## config.mk

```make
export PLATFORM = sky130hd
export DESIGN_NAME = hazardCtrl
export DESIGN_NICKNAME = d
export VERILOG_FILES = /design/src/verilog/hazardCtrlPkg.sv /design/src/verilog/instDecoder.sv /design/src/verilog/forwardUnit.sv /design/src/verilog/missFsm.sv /design/src/verilog/pipeCtrl.sv /design/src/verilog/hazardCtrl.sv
export VERILOG_INCLUDE_DIRS = /design/src /design/src/verilog
export SDC_FILE = /design/constraint.sdc
export NUM_CORES = 1
export LEC_CHECK = 0
export BUFFER_PORTS_ARGS = -buffer_cell sky130_fd_sc_hd__buf_4
export CORE_ASPECT_RATIO = 1.4
export CORE_MARGIN = 4
export CORE_UTILIZATION = 42
export DETAILED_ROUTE_END_ITERATION = 12
export MAX_ROUTING_LAYER = met4
export PLACE_DENSITY = 0.92
export SYNTH_ARGS = -nofsm -noshare
export SYNTH_HDL_FRONTEND = slang
export SYNTH_HIERARCHICAL = 1
export SYNTH_SLANG_ARGS = --single-unit
```

## constraint.sdc

```tcl
create_clock -name clk -period 4.7 [get_ports clk]
set_clock_uncertainty 0.2 [all_clocks]
set_input_delay 0.705 -clock clk [delete_from_list [all_inputs] [get_ports clk]]
set_output_delay 0.705 -clock clk [all_outputs]
set_load 0.02 [all_outputs]
```

## src/verilog/hazardCtrl_cfg.svh

```systemverilog
`ifndef HAZARD_CTRL_CFG_SVH
`define HAZARD_CTRL_CFG_SVH

// datapath word, shared by instructions and PC values
`define HC_WORD_W 16

// four architectural registers
`define HC_REG_AW 2

// instruction field widths
`define HC_OPC_W 4
`define HC_FUNC_W 6

`endif

```

## src/verilog/hazardCtrlPkg.sv

```systemverilog
`default_nettype none

`include "hazardCtrl_cfg.svh"

package hazardCtrlPkg;

	typedef logic [`HC_WORD_W-1:0] word_t;
	typedef logic [`HC_REG_AW-1:0] regAddr_t;

	typedef enum logic [`HC_OPC_W-1:0] {
		OP_BNE = 4'd0, OP_BEQ = 4'd1, OP_BGZ = 4'd2, OP_BLZ = 4'd3,
		OP_ADI = 4'd4, OP_ORI = 4'd5, OP_LHI = 4'd6, OP_LWD = 4'd7,
		OP_SWD = 4'd8, OP_JMP = 4'd9, OP_JAL = 4'd10, OP_RTYPE = 4'd15
	} opcode_e;

	typedef enum logic [`HC_FUNC_W-1:0] {
		FN_ADD = 6'd0, FN_SUB = 6'd1, FN_AND = 6'd2, FN_ORR = 6'd3,
		FN_NOT = 6'd4, FN_TCP = 6'd5, FN_SHL = 6'd6, FN_SHR = 6'd7,
		FN_JPR = 6'd25, FN_JRL = 6'd26, FN_HLT = 6'd29
	} func_e;

	typedef struct packed {
		opcode_e opcode;
		regAddr_t rs;
		regAddr_t rt;
		regAddr_t rd;
		func_e func;
	} rType_t;

	typedef struct packed {
		opcode_e opcode;
		regAddr_t rs;
		regAddr_t rt;
		logic [`HC_WORD_W-`HC_OPC_W-2*`HC_REG_AW-1:0] imm; // 8-bit immediate
	} iType_t;

	// ID word, seen as R-type or I-type
	typedef union packed {
		rType_t rType;
		iType_t iType;
	} instWord_u;

	typedef struct packed {
		logic regWrite;
		regAddr_t dest;
	} stageDest_t;

	typedef enum logic [1:0] {KIND_NONE, KIND_BRANCH, KIND_JREG, KIND_JUMP} ctrlKind_e;

	typedef struct packed {
		regAddr_t rs;
		regAddr_t rt;
		logic usesRs;
		logic usesRt;
		logic isHalt;
		ctrlKind_e kind;
	} idInfo_t;

	typedef struct packed {
		logic iHit;
		logic dHit;
		logic iReady;
		logic dReady;
	} cacheStat_t;

	typedef struct packed {
		logic bcond;
		word_t brTarget; // taken branch address
		word_t jrTarget; // register value for JPR/JRL
		word_t jumpAddr;
		word_t predictedPc; // what IF fetched after this instruction
		word_t nextPc; // PC + 1
	} ctrlTargets_t;

	typedef enum logic [1:0] {FWD_NONE = 2'd0, FWD_EX = 2'd1, FWD_MEM = 2'd2, FWD_WB = 2'd3} fwdSel_e;

	typedef enum logic [1:0] {MODE_RUN, MODE_FRONT, MODE_LOADUSE, MODE_ALL} stallMode_e;

	typedef enum logic [1:0] {
		BTB_BR_TARGET = 2'd0, BTB_REG = 2'd1, BTB_JUMP = 2'd2, BTB_NEXT_PC = 2'd3
	} btbSrc_e;

	typedef struct packed {
		logic pcWrite;
		logic idWrite;
		logic exWrite;
		logic memWrite;
		logic wbWrite;
		logic flushEx; // load-use bubble into EX
	} stageCtrl_t;

	typedef struct packed {
		logic isPredict;
		logic flush;
		logic btbWrite;
		btbSrc_e btbSrc;
	} resolve_t;

	typedef enum logic [2:0] {
		MS_IDLE, MS_ACCESS_I, MS_ACCESS_D, MS_LOAD_STALL, MS_BOTH
	} missState_e;

endpackage

`default_nettype wire

```

## src/verilog/instDecoder.sv

```systemverilog
`default_nettype none

module instDecoder import hazardCtrlPkg::*; (
	input instWord_u i_inst,
	output idInfo_t o_info
);

	opcode_e opc;
	func_e func;

	assign opc = i_inst.iType.opcode; // same bits in both views
	assign func = i_inst.rType.func; // only meaningful for RTYPE

	always_comb begin
		o_info.rs = i_inst.iType.rs;
		o_info.rt = i_inst.iType.rt;
		o_info.usesRs = 1'b0;
		o_info.usesRt = 1'b0;
		o_info.isHalt = 1'b0;
		o_info.kind = KIND_NONE;
		case (opc)
			OP_BNE, OP_BEQ: begin
				o_info.usesRs = 1'b1; // compares rs with rt
				o_info.usesRt = 1'b1;
				o_info.kind = KIND_BRANCH;
			end
			OP_BGZ, OP_BLZ: begin
				o_info.usesRs = 1'b1; // compares rs with zero
				o_info.kind = KIND_BRANCH;
			end
			OP_ADI, OP_ORI, OP_LWD: begin
				o_info.usesRs = 1'b1;
			end
			OP_SWD: begin
				o_info.usesRs = 1'b1; // base address
				o_info.usesRt = 1'b1; // store data
			end
			OP_JMP, OP_JAL: begin
				o_info.kind = KIND_JUMP;
			end
			OP_RTYPE: begin
				o_info.usesRs = (func != FN_HLT);
				o_info.usesRt = (func inside {FN_ADD, FN_SUB, FN_AND, FN_ORR});
				o_info.isHalt = (func == FN_HLT);
				if (func inside {FN_JPR, FN_JRL}) begin
					o_info.kind = KIND_JREG;
				end
			end
			default: begin
				// LHI and unknown opcodes read no register
			end
		endcase
	end

endmodule

`default_nettype wire

```

## src/verilog/forwardUnit.sv

```systemverilog
`default_nettype none

module forwardUnit import hazardCtrlPkg::*; (
	input idInfo_t i_info,
	input opcode_e i_exOpcode,
	input stageDest_t i_exStage,
	input stageDest_t i_memStage,
	input stageDest_t i_wbStage,
	output fwdSel_e o_fwdA,
	output fwdSel_e o_fwdB,
	output logic o_loadUse
);

	// stage will write the register this source reads
	function automatic logic writesReg(input stageDest_t stage, input regAddr_t src);
		return stage.regWrite && (stage.dest == src);
	endfunction

	// youngest producer wins
	function automatic fwdSel_e pickFwd(input regAddr_t src, input logic used,
			input stageDest_t ex, input stageDest_t mem, input stageDest_t wb);
		fwdSel_e sel;
		sel = FWD_NONE;
		if (used) begin
			if (writesReg(ex, src)) begin
				sel = FWD_EX;
			end else if (writesReg(mem, src)) begin
				sel = FWD_MEM;
			end else if (writesReg(wb, src)) begin
				sel = FWD_WB;
			end
		end
		return sel;
	endfunction

	logic rsFromEx;
	logic rtFromEx;

	assign o_fwdA = pickFwd(i_info.rs, i_info.usesRs, i_exStage, i_memStage, i_wbStage);
	assign o_fwdB = pickFwd(i_info.rt, i_info.usesRt, i_exStage, i_memStage, i_wbStage);

	assign rsFromEx = i_info.usesRs && writesReg(i_exStage, i_info.rs);
	assign rtFromEx = i_info.usesRt && writesReg(i_exStage, i_info.rt);

	// load data not there until MEM, so ID waits a cycle
	assign o_loadUse = (i_exOpcode == OP_LWD) && (rsFromEx || rtFromEx);

endmodule

`default_nettype wire

```

## src/verilog/missFsm.sv

```systemverilog
`default_nettype none

module missFsm import hazardCtrlPkg::*; (
	input logic clk,
	input logic reset_n,
	input cacheStat_t i_cache,
	input logic i_loadUse,
	output stallMode_e o_mode
);

	missState_e state;
	missState_e nextState;

	always_ff @(posedge clk or negedge reset_n) begin
		if (!reset_n) begin
			state <= MS_IDLE;
		end else begin
			state <= nextState;
		end
	end

	always_comb begin
		nextState = state;
		o_mode = MODE_RUN;
		case (state)
			MS_IDLE: begin
				if (!i_cache.dHit) begin
					o_mode = MODE_ALL; // data miss freezes everything
					nextState = MS_ACCESS_D;
				end else if (i_loadUse) begin
					o_mode = MODE_LOADUSE;
					nextState = MS_LOAD_STALL;
				end else if (!i_cache.iHit) begin
					o_mode = MODE_FRONT; // back end keeps draining
					nextState = MS_ACCESS_I;
				end
			end
			MS_ACCESS_I: begin
				if (!i_cache.dHit) begin
					o_mode = MODE_ALL;
					nextState = MS_BOTH;
				end else if (i_cache.iReady) begin
					nextState = MS_IDLE; // fetch line arrived
				end else begin
					o_mode = MODE_FRONT;
				end
			end
			MS_ACCESS_D: begin
				if (!i_cache.iHit) begin
					o_mode = MODE_ALL;
					nextState = MS_BOTH;
				end else if (i_cache.dReady) begin
					nextState = MS_IDLE;
				end else begin
					o_mode = MODE_ALL;
				end
			end
			MS_LOAD_STALL: begin
				// the load itself may miss in MEM
				if (!i_cache.dHit) begin
					o_mode = MODE_ALL;
					nextState = MS_ACCESS_D;
				end else begin
					nextState = MS_IDLE;
				end
			end
			MS_BOTH: begin
				if (i_cache.iReady && i_cache.dReady) begin
					nextState = MS_IDLE;
				end else begin
					o_mode = MODE_ALL; // wait for both refills
				end
			end
			default: begin
				o_mode = MODE_ALL;
				nextState = MS_IDLE; // unused encodings recover
			end
		endcase
	end

endmodule

`default_nettype wire

```

## src/verilog/pipeCtrl.sv

```systemverilog
`default_nettype none

module pipeCtrl import hazardCtrlPkg::*; (
	input stallMode_e i_mode,
	input idInfo_t i_info,
	input ctrlTargets_t i_targets,
	output stageCtrl_t o_stage,
	output resolve_t o_resolve
);

	localparam stageCtrl_t RUN_EN = '{1'b1, 1'b1, 1'b1, 1'b1, 1'b1, 1'b0};
	localparam stageCtrl_t FRONT_EN = '{1'b0, 1'b0, 1'b1, 1'b1, 1'b1, 1'b0};
	localparam stageCtrl_t LOADUSE_EN = '{1'b0, 1'b0, 1'b0, 1'b1, 1'b1, 1'b1};
	localparam stageCtrl_t ALL_EN = '{1'b0, 1'b0, 1'b0, 1'b0, 1'b0, 1'b0};

	logic resolveOk;
	word_t actualPc;

	// halt holds IF/ID but lets older instructions finish
	always_comb begin
		if (i_info.isHalt) begin
			o_stage = FRONT_EN;
		end else begin
			case (i_mode)
				MODE_FRONT: o_stage = FRONT_EN;
				MODE_LOADUSE: o_stage = LOADUSE_EN;
				MODE_ALL: o_stage = ALL_EN;
				default: o_stage = RUN_EN;
			endcase
		end
	end

	assign resolveOk = (i_mode == MODE_RUN) && !i_info.isHalt;

	always_comb begin
		o_resolve = '0;
		actualPc = i_targets.nextPc;
		if (resolveOk) begin
			case (i_info.kind)
				KIND_BRANCH: begin
					o_resolve.isPredict = 1'b1;
					if (i_targets.bcond) begin
						o_resolve.btbWrite = 1'b1; // learn the taken target
						o_resolve.btbSrc = BTB_BR_TARGET;
						actualPc = i_targets.brTarget;
					end else begin
						o_resolve.btbSrc = BTB_NEXT_PC;
					end
				end
				KIND_JREG: begin
					o_resolve.isPredict = 1'b1;
					o_resolve.btbWrite = 1'b1;
					o_resolve.btbSrc = BTB_REG;
					actualPc = i_targets.jrTarget;
				end
				KIND_JUMP: begin
					o_resolve.isPredict = 1'b1;
					o_resolve.btbWrite = 1'b1;
					o_resolve.btbSrc = BTB_JUMP;
					actualPc = i_targets.jumpAddr;
				end
				default: begin
				end
			endcase
			// wrong-path fetch in IF gets squashed
			o_resolve.flush = o_resolve.isPredict && (i_targets.predictedPc != actualPc);
		end
	end

endmodule

`default_nettype wire

```

## src/verilog/hazardCtrl.sv

```systemverilog
`default_nettype none

module hazardCtrl import hazardCtrlPkg::*; (
	input logic clk,
	input logic reset_n,

	input instWord_u i_instId, // instruction in ID
	input opcode_e i_exOpcode,
	input stageDest_t i_exStage,
	input stageDest_t i_memStage,
	input stageDest_t i_wbStage,
	input cacheStat_t i_cache,
	input ctrlTargets_t i_targets,

	output fwdSel_e o_fwdA, // rs operand source
	output fwdSel_e o_fwdB, // rt operand source
	output stageCtrl_t o_stage,
	output resolve_t o_resolve
);

	idInfo_t idInfo;
	logic loadUse;
	stallMode_e mode;

	instDecoder decoder0 (
		.i_inst (i_instId),
		.o_info (idInfo)
	);

	forwardUnit forward0 (
		.i_info (idInfo),
		.i_exOpcode (i_exOpcode),
		.i_exStage (i_exStage),
		.i_memStage (i_memStage),
		.i_wbStage (i_wbStage),
		.o_fwdA (o_fwdA),
		.o_fwdB (o_fwdB),
		.o_loadUse (loadUse)
	);

	missFsm fsm0 (
		.clk (clk),
		.reset_n (reset_n),
		.i_cache (i_cache),
		.i_loadUse (loadUse),
		.o_mode (mode)
	);

	pipeCtrl ctrl0 (
		.i_mode (mode),
		.i_info (idInfo),
		.i_targets (i_targets),
		.o_stage (o_stage),
		.o_resolve (o_resolve)
	);

endmodule

`default_nettype wire

```

Word-level counts from Yosys, hierarchy flattened
Cells that the tools add are included.
Widths: inputs -> output; s select.
- register bits after elaboration: 3
- latch bits: 0
- bits in writable memories: 0
- bits in read-only memories: 0
- bits of input ports: 116
- output and inout port bits: 15
- logic and storage cells: 110
- memories kept: 0
- add/sub/neg operators: 0
- multiply operators: 0
- divide/modulo/power cells: 0
- order comparisons: 0
- equal/unequal tests: 39
- shift operators: 0
- muxes and demuxes: 44
- bitwise operators: 0
- reduce and logical (&&, ||, !) cells: 26
- operators by type and width (kind ; number):
    $pmux 16 s3 ; 1
    $mux 2 ; 18
    $mux 16 ; 2
    $mux 3 ; 8
    $eq 6x5->1 const B ; 3
    $pmux 6 s3 ; 1
    $eq 4x3->1 const B ; 4
    $eq 4x4->1 const B ; 4
    $ne 16x16->1 ; 1
    $pmux 3 s5 ; 1
    $eq 2x2->1 ; 6
    $eq 6x2->1 const B ; 2
    $logic_and 1x1->1 ; 12
    $pmux 2 s5 ; 1
    $pmux 3 s3 ; 1
    $eq 2x2->1 const B ; 4
    $eq 4x2->1 const B ; 2
    $reduce_or 8->1 ; 1
    $eq 3x2->1 const B ; 2
    $eq 6x1->1 const B ; 1
    $logic_not 6->1 ; 1
    $mux 1 ; 6
    $mux 6 ; 1
    $ne 3x3->1 const B ; 2
    21 further kinds ; 24

Depth between registers and ports, before layout
- depth in word-level cells: 15
- depth in mapped cells: 11
- gate-level depth less buffers: 11

By module
Netlist, hierarchy kept.
- modules (own cells, without submodules) (module ; times used ; cells each ; area each (um^2) ; seq. area each (um^2)):
    pipeCtrl ; 1 ; 101 ; 912.1 ; 0.0
    missFsm ; 1 ; 29 ; 244.0 ; 75.1
    forwardUnit ; 1 ; 28 ; 209.0 ; 0.0
    instDecoder ; 1 ; 21 ; 166.4 ; 0.0

Worst setup path after synthesis
Ideal clock, no wire load.
- path type: input port to output port
- start point: input i_instId[15] (netlist name)
- end point: output o_resolve[3] (netlist name)
- arrival: 3391 ps
- required time: 3795 ps
- path slack: 404 ps
- cell stages on the path: 11
- path buffers: 0
- path through: nand4_1 > or3_4 > o31ai_4 > nand4_1 > a21oi_1 > nor2_1 > o221ai_1 > nand3_1 > nor3_1 > o21ai_0 > a31oi_1
- RTL lines (item ; RTL line ; text):
    start, declared ; hazardCtrl.sv:7 ; input instWord_u i_instId,
    end, declared ; hazardCtrl.sv:18 ; output resolve_t o_resolve

==> load_flow_metrics.sql <==
INSERT INTO impl_metrics (metric_group, metric, value, unit) VALUES
('synthesis', 'post_synth.cell_area_avg', '8.556', 'um^2'),
('pwr', 'fin_total_pwr', '591.7', 'uW'),
('cells_and_area', 'multi_input_comb_area', '0.001344', 'mm^2'),
('critical_path', 'worst_setup_path_end_kind', 'output pin', ''),
('placement', 'routabilityCongestion', '0.8296', ''),
('global_route', 'grt_start_max_net_pins', '22', ''),
('sta', 'worstMarginPinSlew', '0.7172', 'ns'),
('global_route', 'grt_busiest_layer', 'met2', ''),
('sta', 'post-route-min-period', '4.204', 'ns'),
('floorplanning', 'core-area', '0.003441', 'mm^2'),
('route', 'drt_drc_violations_left', '0', ''),
('cells_and_area', 'area_growth_syn_to_layout', '65.77', '%'),
('sta', 'max-slew-margin-rel', '52.19', '%'),
('clock_network', 'cts_made_buffers', '3', ''),
('global_route', 'first_global_vias', '2036', ''),
('cells_and_area', 'final.fill_count', '275', ''),
('floorplanning', 'die_width', '59.04', 'um'),
('critical_path', 'timing.critical_path.slowest_stage_cell', 'sky130_fd_sc_hd__o32ai_2', ''),
('floorplanning', 'fp.dieArea', '0.004690', 'mm^2'),
('synthesis', 'ys_types', '55', ''),
('sta', 'finalSetupTns', '0', 'ns'),
('global_route', 'groute.layer.met2.usage', '47.79', '%'),
('cells_and_area', 'postLayoutCellArea', '0.002539', 'mm^2'),
('route', 'total_vias_in_the_final_route', '1978', ''),
('global_route', 'grt_antenna_before_repair', '0', ''),
('critical_path', 'data_arrival_time_at_the_worst_slack_endpoint', '3.30', 'ns'),
('critical_path', 'family_with_the_most_delay_on_the_worst_path', 'simple AND/OR/NAND/NOR gates', ''),
('global_route', 'grt_util_met1', '22.97', '%'),
('job', 'timing.max_cap.violations', '0', ''),
('clock_network', 'ctsHoldBuffers', '0', ''),
('cells_and_area', 'largest_register_ff_count', '3', ''),
('synthesis', 'synth_edf_count', '0', ''),
('global_route', 'grt_remaining_overflow', '0', ''),
('placement', 'port_buffers', '128', ''),
('critical_path', 'timing.critical_path.cells', 'buf_4 -> nand4_1 -> or3_4 -> o32ai_2 -> buf_4 -> mux2_2 -> o22ai_1 -> nor3_1 -> nand4b_1 -> nor4bb_1 -> a31oi_1 -> buf_4', ''),
('critical_path', 'critPathBufInv', '3', ''),
('critical_path', 'crit_type', 'primary input to output pin', ''),
('floorplanning', 'placementRows', '25', ''),
('pwr', 'peak_supply_drop', '0.0004605', 'V'),
('clock_network', 'cell_at_the_root_of_the_clock_tree', 'sky130_fd_sc_hd__clkbuf_8', ''),
('critical_path', 'worstSetupStartpointType', 'primary input', ''),
('sta', 'timing_limited_maximum_frequency', '0.2379', 'GHz'),
('worst_hold_path', 'timing.hold.worst.class', 'primary input to async pin', ''),
('pwr', 'cellPowerDensity', '233.1', 'mW/mm^2'),
('sta', 'worst_hold_slack', '0.07115', 'ns'),
('cells_and_area', 'fin_nets', '419', ''),
('synthesis', 'yosysTopAreaCell', 'sky130_fd_sc_hd__mux4_2', ''),
('sta', 'worst_slack', '0.4960', 'ns'),
('synthesis', 'syn-instance-count', '179', ''),
('route', 'drt_first_iter_violations', '80', ''),
('cells_and_area', 'post_route_cells_drive_above_1_share', '53.31', '%'),
('route', 'ant_nets', '0', ''),
('global_route', 'grt_pass1_wl', '8.728', 'mm'),
('route', 'vias_per_cell', '5.784', ''),
('clock_network', 'htree_num_levels', '1', ''),
('critical_path', 'cp_data_required_time', '3.80', 'ns'),
('critical_path', 'path_common_cell', 'sky130_fd_sc_hd__buf_4', ''),
('clock_network', 'tritoncts', 'done', ''),
('pwr', 'power_leakage', '0.001191', 'uW'),
('placement', 'dpl_cell_area', '0.002494', 'mm^2'),
('cells_and_area', 'area.sequential', '75.07', 'um^2'),
('status', 'outcome', 'complete, no violations', ''),
('sta', 'report.final.setup_viol', '0', ''),
('synthesis', 'post_synth_instance_area', '0.001531', 'mm^2'),
('synthesis', 'yosys-top-cells-count', '17 x sky130_fd_sc_hd__xnor2_1, 13 x sky130_fd_sc_hd__mux2_1, 12 x sky130_fd_sc_hd__mux4_2, 9 x sky130_fd_sc_hd__xor2_1', ''),
('global_route', 'global_route.usage.total', '24.08', '%'),
('synthesis', 'synth.yosys.seq_area_share', '4.902', '%'),
('synthesis', 'yosys_register_bits', '3', ''),
('route', 'drt-pass1-iter-count', '4', ''),
('cells_and_area', 'num_antenna_cells', '0', ''),
('clock_network', 'cts_setup_buffers', '0', '');
-- cell usage in the layout, fill, tap and decap left out, types with 4 or more instances in the layout --
master                    count
sky130_fd_sc_hd__mux2_1      13
sky130_fd_sc_hd__mux4_2      12
sky130_fd_sc_hd__a21oi_1      8
sky130_fd_sc_hd__o21ai_0      8
sky130_fd_sc_hd__inv_1        7
sky130_fd_sc_hd__nand4_1      6
sky130_fd_sc_hd__buf_4      132
sky130_fd_sc_hd__and3_1       4
sky130_fd_sc_hd__nand2_1      6
sky130_fd_sc_hd__nor2_1       8
sky130_fd_sc_hd__xor2_1       9
sky130_fd_sc_hd__nand3_1      6
sky130_fd_sc_hd__nor3_1       5
sky130_fd_sc_hd__xnor2_1     17
-- layout make-up --
class,instances,share of cell area (%)
multi-input cells,154,52.93
repair buffers,132,39.03
flip-flops and latches,3,2.957
well taps,40,1.971
clock buffers,4,1.774
inverters,9,1.331
-- through the flow --
step | instances | util, %
2_1_floorplan | 179 | -
3_3_place_gp | 338 | 72.47
3_5_place_dp | 338 | 72.47
4_1_cts | 342 | 73.78
5_1_grt | 342 | 73.78
6_report | 342 | 73.78
-- worst paths after layout --
path,start,end,slack (ns),depth (start not counted)
setup / recovery,i_instId[14],o_resolve[3],0.50,12
hold / removal,reset_n,fsm0/state[1],0.07,1
setup reg to reg,fsm0/state[0],fsm0/state[0],3.31,2
hold reg to reg,fsm0/state[2],fsm0/state[2],0.43,2
max in group asynchronous,reset_n,fsm0/state[2],4.13,1
min in group clk,fsm0/state[2],fsm0/state[2],0.43,2
-- metal layers --
layer	up-vias	wire, um	share of wire (%)
li1	937	-	-
met1	907	2004	34
met2	122	3239	54
met3	12	606	10
met4	0	112	1.9
met5	-	0	0
-- cells by family (layout without fill, tap and decap cells) --
logic type	Yosys count	count (layout)	share of synthesized area, %
AO/OA/AOI/OAI	37	37	17.98
XOR/XNOR	26	26	14.87
buffers and inverters	22	145	7.843
flip-flops	3	3	4.902
multiplexers	28	28	29.33
AND/OR/NAND/NOR	63	63	25.08
-- worst register-to-register path, stage by stage (launching register included) --
cell                      delay [ns]
sky130_fd_sc_hd__dfrtp_1        0.47
sky130_fd_sc_hd__or3b_1         0.40
sky130_fd_sc_hd__and4_1         0.21
-- report_power, final --
group          internal [uW]  switching [uW]
registers               35.3            19.0
logic                    236             227
clock network           57.9            17.4
Power figures use the tool's default switching activity.
